**src/design/rvc_settings.svh**
```systemverilog
// ------------------------------------------------------------
// RVC expander build settings
// FPU option and instruction widths
// ------------------------------------------------------------

`ifndef RVC_SETTINGS_SVH
`define RVC_SETTINGS_SVH

// Single-precision C.FLW/C.FSW/C.FLWSP/C.FSWSP legal when set
`define RVC_FPU_ENABLE 1'b0

// Compressed instruction width
`define RVC_CLEN 16

// Expanded base instruction width
`define RVC_ILEN 32

`endif

```
**src/design/rvc_pkg.sv**
```systemverilog
// ------------------------------------------------------------
// RVC expander package
// Compressed word layouts and RV32 base encoding constants
// ------------------------------------------------------------

`include "rvc_settings.svh"

package rvc_pkg;

    // ------------------------------------------------------------
    // Compressed word views
    // ------------------------------------------------------------

    // CI / CR layout
    typedef struct packed {
        logic [`RVC_CLEN-1:`RVC_CLEN-3] funct3; // Bits 15:13
        logic                           imm_hi; // Bit 12, sign or funct4 lsb
        logic [4:0]                     rd_rs1; // Bits 11:7
        logic [4:0]                     lo;     // Bits 6:2, rs2 or immediate
        logic [1:0]                     quad;
    } ci_fmt_t;

    // CL / CS / CIW / CB layout
    typedef struct packed {
        logic [`RVC_CLEN-1:`RVC_CLEN-3] funct3; // Bits 15:13
        logic [2:0]                     imm_hi; // Bits 12:10
        logic [2:0]                     rs1_p;  // Bits 9:7, primed rs1
        logic [1:0]                     imm_lo; // Bits 6:5
        logic [2:0]                     rd_rs2_p; // Bits 4:2, primed rd or rs2
        logic [1:0]                     quad;
    } cs_fmt_t;

    // One word, two decodings
    typedef union packed {
        ci_fmt_t ci;
        cs_fmt_t cs;
    } rvc_word_u;

    // ------------------------------------------------------------
    // Base opcodes
    // ------------------------------------------------------------
    localparam logic [6:0] opc_load   = 7'b0000011;
    localparam logic [6:0] opc_store  = 7'b0100011;
    localparam logic [6:0] opc_op_imm = 7'b0010011;
    localparam logic [6:0] opc_op     = 7'b0110011;
    localparam logic [6:0] opc_lui    = 7'b0110111;
    localparam logic [6:0] opc_jal    = 7'b1101111;
    localparam logic [6:0] opc_jalr   = 7'b1100111;
    localparam logic [6:0] opc_branch = 7'b1100011;
    localparam logic [6:0] opc_system = 7'b1110011;

    // funct3 values
    localparam logic [2:0] f3_lw  = 3'b010;
    localparam logic [2:0] f3_sw  = 3'b010;
    localparam logic [2:0] f3_add = 3'b000; // Also ADDI and SUB
    localparam logic [2:0] f3_sll = 3'b001;
    localparam logic [2:0] f3_sr  = 3'b101; // SRL/SRA by funct7
    localparam logic [2:0] f3_xor = 3'b100;
    localparam logic [2:0] f3_or  = 3'b110;
    localparam logic [2:0] f3_and = 3'b111;
    localparam logic [2:0] f3_beq = 3'b000;
    localparam logic [2:0] f3_bne = 3'b001;

    // funct7 values
    localparam logic [6:0] f7_base = 7'b0000000;
    localparam logic [6:0] f7_alt  = 7'b0100000; // SUB, SRA

    localparam logic [11:0] f12_ebreak = 12'h001;

    // Fixed registers
    localparam logic [4:0] reg_zero = 5'd0;
    localparam logic [4:0] reg_ra   = 5'd1;
    localparam logic [4:0] reg_sp   = 5'd2;

    // Primed 3-bit register -> x8..x15
    localparam logic [1:0] prime_base = 2'b01;

endpackage

```
**src/design/rvc_quadrant0.sv**
```systemverilog
// ------------------------------------------------------------
// RVC quadrant 0 expander
// C.ADDI4SPN and register-based word loads/stores
// ------------------------------------------------------------

`timescale 1ns/10ps

`include "rvc_settings.svh"

module rvc_quadrant0 (
    input  rvc_pkg::rvc_word_u     ci_word_i,
    output logic [`RVC_ILEN-1:0]   instr32_o,
    output logic                   illegal_o
);

    import rvc_pkg::*;

    logic [4:0] rs1_p;   // Base register, x8..x15
    logic [4:0] rd_p;    // Load rd or store rs2
    logic [6:0] mem_off; // Word-scaled offset
    logic [9:0] nzuimm;  // ADDI4SPN immediate

    assign rs1_p = {prime_base, ci_word_i.cs.rs1_p};
    assign rd_p  = {prime_base, ci_word_i.cs.rd_rs2_p};

    // offset[6] = bit 5, [5:3] = bits 12:10, [2] = bit 6
    assign mem_off = {ci_word_i.cs.imm_lo[0], ci_word_i.cs.imm_hi,
                      ci_word_i.cs.imm_lo[1], 2'b00};

    // nzuimm[9:6] = bits 10:7, [5:4] = bits 12:11, [3] = bit 5, [2] = bit 6
    assign nzuimm = {ci_word_i.cs.imm_hi[0], ci_word_i.cs.rs1_p,
                     ci_word_i.cs.imm_hi[2:1], ci_word_i.cs.imm_lo[0],
                     ci_word_i.cs.imm_lo[1], 2'b00};

    // ------------------------------------------------------------
    // Expansion
    // ------------------------------------------------------------
    always_comb begin
        instr32_o = '0;
        illegal_o = 1'b0;

        unique case (ci_word_i.cs.funct3)
            3'b010, 3'b011: begin // C.LW / C.FLW
                instr32_o = {5'b00000, mem_off, rs1_p, f3_lw, rd_p, opc_load};
                if ((ci_word_i.cs.funct3 == 3'b011) && (`RVC_FPU_ENABLE == 1'b0)) begin
                    illegal_o = 1'b1;
                end
            end

            3'b110, 3'b111: begin // C.SW / C.FSW
                instr32_o = {5'b00000, mem_off[6:5], rd_p, rs1_p, f3_sw,
                             mem_off[4:0], opc_store};
                if ((ci_word_i.cs.funct3 == 3'b111) && (`RVC_FPU_ENABLE == 1'b0)) begin
                    illegal_o = 1'b1;
                end
            end

            default: begin // C.ADDI4SPN, rest reserved
                instr32_o = {2'b00, nzuimm, reg_sp, f3_add, rd_p, opc_op_imm};

                // Zero immediate covers the all-zero word
                if ((nzuimm == '0) ||
                    (ci_word_i.cs.funct3 == 3'b001) || // C.FLD
                    (ci_word_i.cs.funct3 == 3'b100) || // Reserved
                    (ci_word_i.cs.funct3 == 3'b101)) begin // C.FSD
                    illegal_o = 1'b1;
                end
            end
        endcase
    end

endmodule

```
**src/design/rvc_quadrant1.sv**
```systemverilog
// ------------------------------------------------------------
// RVC quadrant 1 expander
// Immediates, jumps, branches and the compressed ALU group
// ------------------------------------------------------------

`timescale 1ns/10ps

`include "rvc_settings.svh"

module rvc_quadrant1 (
    input  rvc_pkg::rvc_word_u     ci_word_i,
    output logic [`RVC_ILEN-1:0]   instr32_o,
    output logic                   illegal_o
);

    import rvc_pkg::*;

    logic        sbit;   // Bit 12
    logic [4:0]  rfield; // Bits 11:7
    logic [4:0]  lfield; // Bits 6:2
    logic [4:0]  rs1_p;
    logic [4:0]  rs2_p;
    logic [11:0] imm12;  // Sign-extended 6-bit immediate
    logic [19:0] imm20;  // LUI upper immediate
    logic [11:0] imm16sp;
    logic [20:0] jimm;
    logic [12:0] bimm;

    assign sbit   = ci_word_i.ci.imm_hi;
    assign rfield = ci_word_i.ci.rd_rs1;
    assign lfield = ci_word_i.ci.lo;
    assign rs1_p  = {prime_base, ci_word_i.cs.rs1_p};
    assign rs2_p  = {prime_base, ci_word_i.cs.rd_rs2_p};

    assign imm12 = {{7{sbit}}, lfield};
    assign imm20 = {{15{sbit}}, lfield};

    // nzimm[9] = b12, [8:7] = b4:3, [6] = b5, [5] = b2, [4] = b6
    assign imm16sp = {{3{sbit}}, lfield[2:1], lfield[3], lfield[0], lfield[4], 4'b0000};

    // ------------------------------------------------------------
    // Jump and branch offsets
    // ------------------------------------------------------------

    // off[10] = b8, [9:8] = b10:9, [7] = b6, [6] = b7, [5] = b2, [4] = b11, [3:1] = b5:3
    assign jimm = {{10{sbit}}, rfield[1], rfield[3:2], lfield[4], rfield[0],
                   lfield[0], rfield[4], lfield[3:1], 1'b0};

    // off[7:6] = b6:5, [5] = b2, [4:3] = b11:10, [2:1] = b4:3
    assign bimm = {{5{sbit}}, lfield[4:3], lfield[0], rfield[4:3], lfield[2:1], 1'b0};

    // ------------------------------------------------------------
    // Expansion
    // ------------------------------------------------------------
    always_comb begin
        instr32_o = '0;
        illegal_o = 1'b0;

        unique case (ci_word_i.ci.funct3)
            3'b001, 3'b101: begin // C.JAL / C.J
                instr32_o = {jimm[20], jimm[10:1], jimm[11], jimm[19:12],
                             (ci_word_i.ci.funct3 == 3'b101) ? reg_zero : reg_ra,
                             opc_jal};
            end

            3'b110, 3'b111: begin // C.BEQZ / C.BNEZ
                instr32_o = {bimm[12], bimm[10:5], reg_zero, rs1_p,
                             (ci_word_i.ci.funct3 == 3'b110) ? f3_beq : f3_bne,
                             bimm[4:1], bimm[11], opc_branch};
            end

            3'b010: begin // C.LI
                instr32_o = {imm12, reg_zero, f3_add, rfield, opc_op_imm};
            end

            3'b011: begin
                if (rfield == reg_sp) begin // C.ADDI16SP
                    instr32_o = {imm16sp, reg_sp, f3_add, reg_sp, opc_op_imm};
                end else begin // C.LUI
                    instr32_o = {imm20, rfield, opc_lui};
                end
                if ((sbit == 1'b0) && (lfield == 5'b00000)) begin
                    illegal_o = 1'b1; // Reserved, nzimm = 0
                end
            end

            3'b000: begin // C.ADDI, C.NOP when rd = x0
                instr32_o = {imm12, rfield, f3_add, rfield, opc_op_imm};
            end

            default: begin // 100, ALU group on x8..x15
                unique case (ci_word_i.cs.imm_hi[1:0])
                    2'b00, 2'b01: begin // C.SRLI / C.SRAI
                        instr32_o = {ci_word_i.cs.imm_hi[0] ? f7_alt : f7_base, lfield,
                                     rs1_p, f3_sr, rs1_p, opc_op_imm};
                        if (sbit) begin
                            illegal_o = 1'b1; // shamt[5] set on RV32
                        end
                    end

                    2'b10: begin // C.ANDI
                        instr32_o = {imm12, rs1_p, f3_and, rs1_p, opc_op_imm};
                    end

                    default: begin
                        unique case (ci_word_i.cs.imm_lo)
                            2'b00:   instr32_o = {f7_alt, rs2_p, rs1_p, f3_add,
                                                  rs1_p, opc_op}; // C.SUB
                            2'b01:   instr32_o = {f7_base, rs2_p, rs1_p, f3_xor,
                                                  rs1_p, opc_op}; // C.XOR
                            2'b10:   instr32_o = {f7_base, rs2_p, rs1_p, f3_or,
                                                  rs1_p, opc_op}; // C.OR
                            default: instr32_o = {f7_base, rs2_p, rs1_p, f3_and,
                                                  rs1_p, opc_op}; // C.AND
                        endcase
                    end
                endcase
            end
        endcase
    end

endmodule

```
**src/design/rvc_quadrant2.sv**
```systemverilog
// ------------------------------------------------------------
// RVC quadrant 2 expander
// SLLI, stack loads/stores, JR/JALR, MV, ADD and EBREAK
// ------------------------------------------------------------

`timescale 1ns/10ps

`include "rvc_settings.svh"

module rvc_quadrant2 (
    input  rvc_pkg::rvc_word_u     ci_word_i,
    output logic [`RVC_ILEN-1:0]   instr32_o,
    output logic                   illegal_o
);

    import rvc_pkg::*;

    logic        sbit;
    logic [4:0]  rfield; // rd / rs1
    logic [4:0]  lfield; // rs2 or immediate
    logic [11:0] lw_off; // Stack load offset
    logic [11:0] sw_off; // Stack store offset

    assign sbit   = ci_word_i.ci.imm_hi;
    assign rfield = ci_word_i.ci.rd_rs1;
    assign lfield = ci_word_i.ci.lo;

    // off[7:6] = b3:2, [5] = b12, [4:2] = b6:4
    assign lw_off = {4'b0000, lfield[1:0], sbit, lfield[4:2], 2'b00};
    // off[7:6] = b8:7, [5:2] = b12:9
    assign sw_off = {4'b0000, rfield[1:0], sbit, rfield[4:2], 2'b00};

    always_comb begin
        instr32_o = '0;
        illegal_o = 1'b0;

        unique case (ci_word_i.ci.funct3)
            3'b000: begin // C.SLLI
                instr32_o = {f7_base, lfield, rfield, f3_sll, rfield, opc_op_imm};
                if (sbit) begin
                    illegal_o = 1'b1;
                end
            end

            3'b010, 3'b011: begin // C.LWSP / C.FLWSP
                instr32_o = {lw_off, reg_sp, f3_lw, rfield, opc_load};
                if ((ci_word_i.ci.funct3 == 3'b011) && (`RVC_FPU_ENABLE == 1'b0)) begin
                    illegal_o = 1'b1;
                end
            end

            3'b110, 3'b111: begin // C.SWSP / C.FSWSP
                instr32_o = {sw_off[11:5], lfield, reg_sp, f3_sw, sw_off[4:0], opc_store};
                if ((ci_word_i.ci.funct3 == 3'b111) && (`RVC_FPU_ENABLE == 1'b0)) begin
                    illegal_o = 1'b1;
                end
            end

            // ------------------------------------------------------------
            // Jump / move / add group
            // ------------------------------------------------------------
            default: begin
                if (!sbit) begin
                    if (lfield == 5'b00000) begin // C.JR
                        instr32_o = {12'h000, rfield, 3'b000, reg_zero, opc_jalr};
                    end else begin // C.MV
                        instr32_o = {f7_base, lfield, reg_zero, f3_add, rfield, opc_op};
                    end
                end else if (lfield == 5'b00000) begin
                    if (rfield == 5'b00000) begin // C.EBREAK
                        instr32_o = {f12_ebreak, 13'h0000, opc_system};
                    end else begin // C.JALR
                        instr32_o = {12'h000, rfield, 3'b000, reg_ra, opc_jalr};
                    end
                end else begin // C.ADD
                    instr32_o = {f7_base, lfield, rfield, f3_add, rfield, opc_op};
                end

                // C.FLDSP and C.FSDSP
                if ((ci_word_i.ci.funct3 == 3'b001) || (ci_word_i.ci.funct3 == 3'b101)) begin
                    illegal_o = 1'b1;
                end
            end
        endcase
    end

endmodule

```
**src/design/rvc_expander.sv**
```systemverilog
// ------------------------------------------------------------
// RVC expander top
// Quadrant select and fetch-to-decode output register
// ------------------------------------------------------------

`timescale 1ns/10ps

`include "rvc_settings.svh"

module rvc_expander (
    input  logic                   clk_i,
    input  logic                   arst_n_i,
    input  logic                   ci_valid_i,
    input  rvc_pkg::rvc_word_u     ci_instr16_i,
    output logic                   ci_valid_o,
    output logic                   ci_illegal_o,
    output logic [`RVC_ILEN-1:0]   ci_instr32_o
);

    logic [`RVC_ILEN-1:0] q0_instr;
    logic [`RVC_ILEN-1:0] q1_instr;
    logic [`RVC_ILEN-1:0] q2_instr;
    logic [`RVC_ILEN-1:0] sel_instr;
    logic                 q0_illegal;
    logic                 q1_illegal;
    logic                 q2_illegal;
    logic                 sel_illegal;

    // ------------------------------------------------------------
    // Quadrant decoders
    // ------------------------------------------------------------
    rvc_quadrant0 u_quadrant0 (
        .ci_word_i (ci_instr16_i),
        .instr32_o (q0_instr),
        .illegal_o (q0_illegal)
    );

    rvc_quadrant1 u_quadrant1 (
        .ci_word_i (ci_instr16_i),
        .instr32_o (q1_instr),
        .illegal_o (q1_illegal)
    );

    rvc_quadrant2 u_quadrant2 (
        .ci_word_i (ci_instr16_i),
        .instr32_o (q2_instr),
        .illegal_o (q2_illegal)
    );

    // Quadrant 3 never arrives, shares the quadrant 2 path
    always_comb begin
        unique case (ci_instr16_i.ci.quad)
            2'b00: begin
                sel_instr   = q0_instr;
                sel_illegal = q0_illegal;
            end
            2'b01: begin
                sel_instr   = q1_instr;
                sel_illegal = q1_illegal;
            end
            default: begin
                sel_instr   = q2_instr;
                sel_illegal = q2_illegal;
            end
        endcase
    end

    // ------------------------------------------------------------
    // Output register stage
    // ------------------------------------------------------------
    always_ff @(posedge clk_i or negedge arst_n_i) begin
        if (!arst_n_i) begin
            ci_valid_o   <= 1'b0;
            ci_illegal_o <= 1'b0;
            ci_instr32_o <= '0;
        end else begin
            ci_valid_o <= ci_valid_i;
            if (ci_valid_i) begin // Hold on idle cycles
                ci_illegal_o <= sel_illegal;
                ci_instr32_o <= sel_instr;
            end
        end
    end

endmodule

```
**config.mk**
```make
export PLATFORM = sky130hd
export DESIGN_NAME = rvc_expander
export DESIGN_NICKNAME = d
export VERILOG_FILES = /design/src/design/rvc_pkg.sv /design/src/design/rvc_quadrant0.sv /design/src/design/rvc_quadrant1.sv /design/src/design/rvc_quadrant2.sv /design/src/design/rvc_expander.sv
export VERILOG_INCLUDE_DIRS = /design/src /design/src/design
export SDC_FILE = /design/constraint.sdc
export NUM_CORES = 1
export LEC_CHECK = 0
export BUFFER_PORTS_ARGS = -buffer_cell sky130_fd_sc_hd__buf_2
export CAP_MARGIN = 20
export CORE_MARGIN = 2
export CORE_UTILIZATION = 45
export DETAILED_ROUTE_END_ITERATION = 7
export GPL_ROUTABILITY_DRIVEN = 1
export PLACE_DENSITY = 0.68
export RECOVER_POWER = 50
export SLEW_MARGIN = 20
export SYNTH_ARGS = -nofsm -noshare
export SYNTH_HDL_FRONTEND = slang
export SYNTH_SLANG_ARGS = --single-unit
```
**constraint.sdc**
```tcl
create_clock -name clk_i -period 1.8 [get_ports clk_i]
set_clock_uncertainty 0.15 [all_clocks]
set_input_delay 0.09 -clock clk_i [delete_from_list [all_inputs] [get_ports clk_i]]
set_output_delay 0.09 -clock clk_i [all_outputs]
set_load 0.03 [all_outputs]
```
==> flow_summary.ini <==
[synthesis]
syn_area_um2 = 2580
syn_inst = 333
ys_async_sr_fraction_pct = 100
yosysTopAreaCell = dfrtp_1
synth_common_cells = dfrtp_1, nor2_1, nand2_1
synth.distinct_cells = 59
synth_seq_cells = 33
yosysMostFrequentCell = dfrtp_1
synth-compound-area-share_pct = 33.5
synth_fa_ha_area_share_pct = 2.42
synth_edf_count = 0
synthXorXnorAreaFrac_pct = 0.339
ys_seq_area_share_pct = 32.0
synth_top_area_share_pct = 32.0
synthSimpleGateAreaFrac_pct = 20.7
syn_nets = 357
yosys_most_used_dff = dfrtp_1
yosys-mux-area-fraction_pct = 3.68
synth_area_leaders = dfrtp_1, a21oi_1, o21ai_0
synth_top_family_by_area = compound AO/OA/AOI/OAI gates
yosysWarningCount = 0
syn_area_per_cell_um2 = 7.76

[global_routing]
grt_usage_pct = 34.1
grt_pass1_wl_mm = 16.4
grt_pass1_vias = 3087
antenna_found_initial = 0
grt_max_degree = 36
overflow = 0

[setup_path]
crit_type = in -> reg
critPathBufInv = 2
worstPathArrival_ns = 1.77
worstPathMaxFanout = 6
critPathLaunchType = primary input
critPathSlowestCell = a222oi_1
reg2reg_depth = 3
critPathMaxStageDelay_ns = 0.36
crit_chain = buf_6 > clkinvlp_4 > ha_4 > nor2b_4 > a211o_1 > a222oi_1 > a31oi_1 > a311o_1
path_depth = 8
reg2reg_slack_ns = 0.42
r2r_end = ci_instr32_o[17]
crit_start = ci_instr16_i[14]
crit_end = ci_instr32_o[28]
reg2reg_from = ci_instr32_o[17]
crit_required_ns = 1.83
end_kind = register
path_delay_family = compound AO/OA/AOI/OAI gates

[finish]
drive_gt1_share_pct = 29.7
area_growth_pct = 38.6
nets = 468
antenna_cells = 0
post-route-util_pct = 64.7

[drt]
drc = 0
ant_nets = 0
wl_per_cell_um = 20.6
drtIter0Drc = 319
drt_pre_antenna_iters = 6
via_count = 3269
avgViaCountPerCell = 6.32
routed_wl_mm = 10.6

[timing]
slew_viol_final = 0
finalHoldViolCount = 0
worst_slew_pin_slew_ns = 0.839
setup_viol_count_final = 0
final.min_clock_period_ns = 1.74
hold_ws_ns = 0.0576
fmax_mhz = 574
period_share_pct = 96.7
max-slew-margin-rel_pct = 44.1

[floorplan]
die_h_um = 79.8
die_area_um2 = 6360
core_um2 = 5540
io_pins = 53
initial_core_util_pct = 46.6
placementRows = 27
die_w_um = 79.8

[clock_network]
clock_sinks = 33
clock_latency_ns = 0.29
numCtsBuffers = 5
cts_max_level = 2
cts-root-buf = clkbuf_8
cts_tree = yes
clockBufferDepth = 2
clkTransAtPathRegs_ns = 0.07

[pwr]
peakVddDrop_uv = 427
power_density_nw_per_um2 = 712
p_leak_nw = 1.55

[hold_path]
hp-class = in -> reg

[placement]
portBuffers = 52
place_congestion = 0.995
hpwl_mm = 8.01

[run]
drv_cap = 0

[run_status]
run_status = completed
state kept, by name, summed over array words and instances, names as in the netlist:
register	flops
ci_illegal_o	1
ci_instr32_o	31
ci_valid_o	1
worst min path at each step:
stage / startpoint / endpoint / slack [ns] / cells after the start
after global routing: ci_valid_i / ci_valid_o / 0.08 / 2
final: ci_valid_i / ci_valid_o / 0.06 / 2
after detailed placement: arst_n_i / ci_valid_o / 0.07 / 1
after global placement: arst_n_i / ci_valid_o / 0.05 / 1
after floorplan: arst_n_i / ci_illegal_o / -0.36 / 0
after CTS: ci_valid_i / ci_valid_o / 0.06 / 2
metrics by stage:
step                total power [mW]  setup slack (ns)  cells  cell area [µm²]  TNS (ns)
CTS                             2.55            0.0183    514             3560         0
detailed placement              1.80            -0.310    505             3430     -4.37
global route                    2.65           -0.0207    517             3580   -0.0207
global placement                1.79            -0.299    505             3430     -3.97
finish                          2.55            0.0585    517             3580         0
floorplan                       1.40           -0.0118    333             2600   -0.0118
where the power goes:
part	total, mW	internal (mW)	switching, mW
clock network	0.751	0.452	0.299
registers	0.862	0.820	0.0415
logic	0.939	0.342	0.597
cells in the final DEF, fill, tap and decap left out, types with 3 or more instances in the layout:
cell type,n
or2_1,3
clkbuf_1,36
clkbuf_8,6
mux2i_1,5
o22ai_1,6
o211ai_1,4
a31oi_1,12
dfrtp_1,33
nand4_1,4
buf_4,84
o221ai_1,3
inv_1,11
nor2b_1,3
or2_2,3
nand3_1,3
nand2_1,28
a211oi_1,4
nand2b_1,6
o21ai_1,9
o21ai_0,25
nor3_1,10
a22oi_1,7
ha_2,3
a221oi_1,5
a21oi_1,27
buf_2,14
mux2_2,4
nor2_1,30
area by class of cell:
| class | count | area [µm²] |
|---|---|---|
| clock buffers | 7 | 86.3 |
| clock inverters | 1 | 30.0 |
| fillers | 515 | 1960 |
| inverters | 13 | 52.6 |
| multi-input cells | 253 | 1610 |
| flip-flops and latches | 33 | 826 |
| well taps | 72 | 90.1 |
| repair buffers | 138 | 890 |
cell families after synthesis:
logic type	after synthesis
flip-flops	33
multiplexers	9
adder cells (fa/ha/maj)	5
AO/OA/AOI/OAI	131
AND/OR/NAND/NOR	107
XOR/XNOR	1
buffers and inverters	47
worst reg2reg max path, delay by kind of cell (launching register included):
| family | cells | cell delay (ns) |
|---|---|---|
| simple gates | 3 | 0.73 |
| flops | 1 | 0.39 |
what timing repair did:
action,4_1_cts,5_1_grt
setup buffers,0,3
hold buffers,1,0
pin swaps,1,5
setup endpoints to repair,1,13
resized for setup,0,14
endpoints found under the hold margin,33,0
layer usage:
layer / share of wire (%) / wire length, µm / global-route usage (%) / vias to the layer above
li1: - / - / - / 1463
met1: 41 / 4330 / 45.2 / 1513
met2: 45 / 4840 / 53.0 / 251
met3: 9.8 / 1040 / 7.01 / 42
met4: 4.1 / 439 / 16.3 / 0
met5: 0 / 0 / 0 / -
Note: power is estimated with default switching activity, not from simulation.
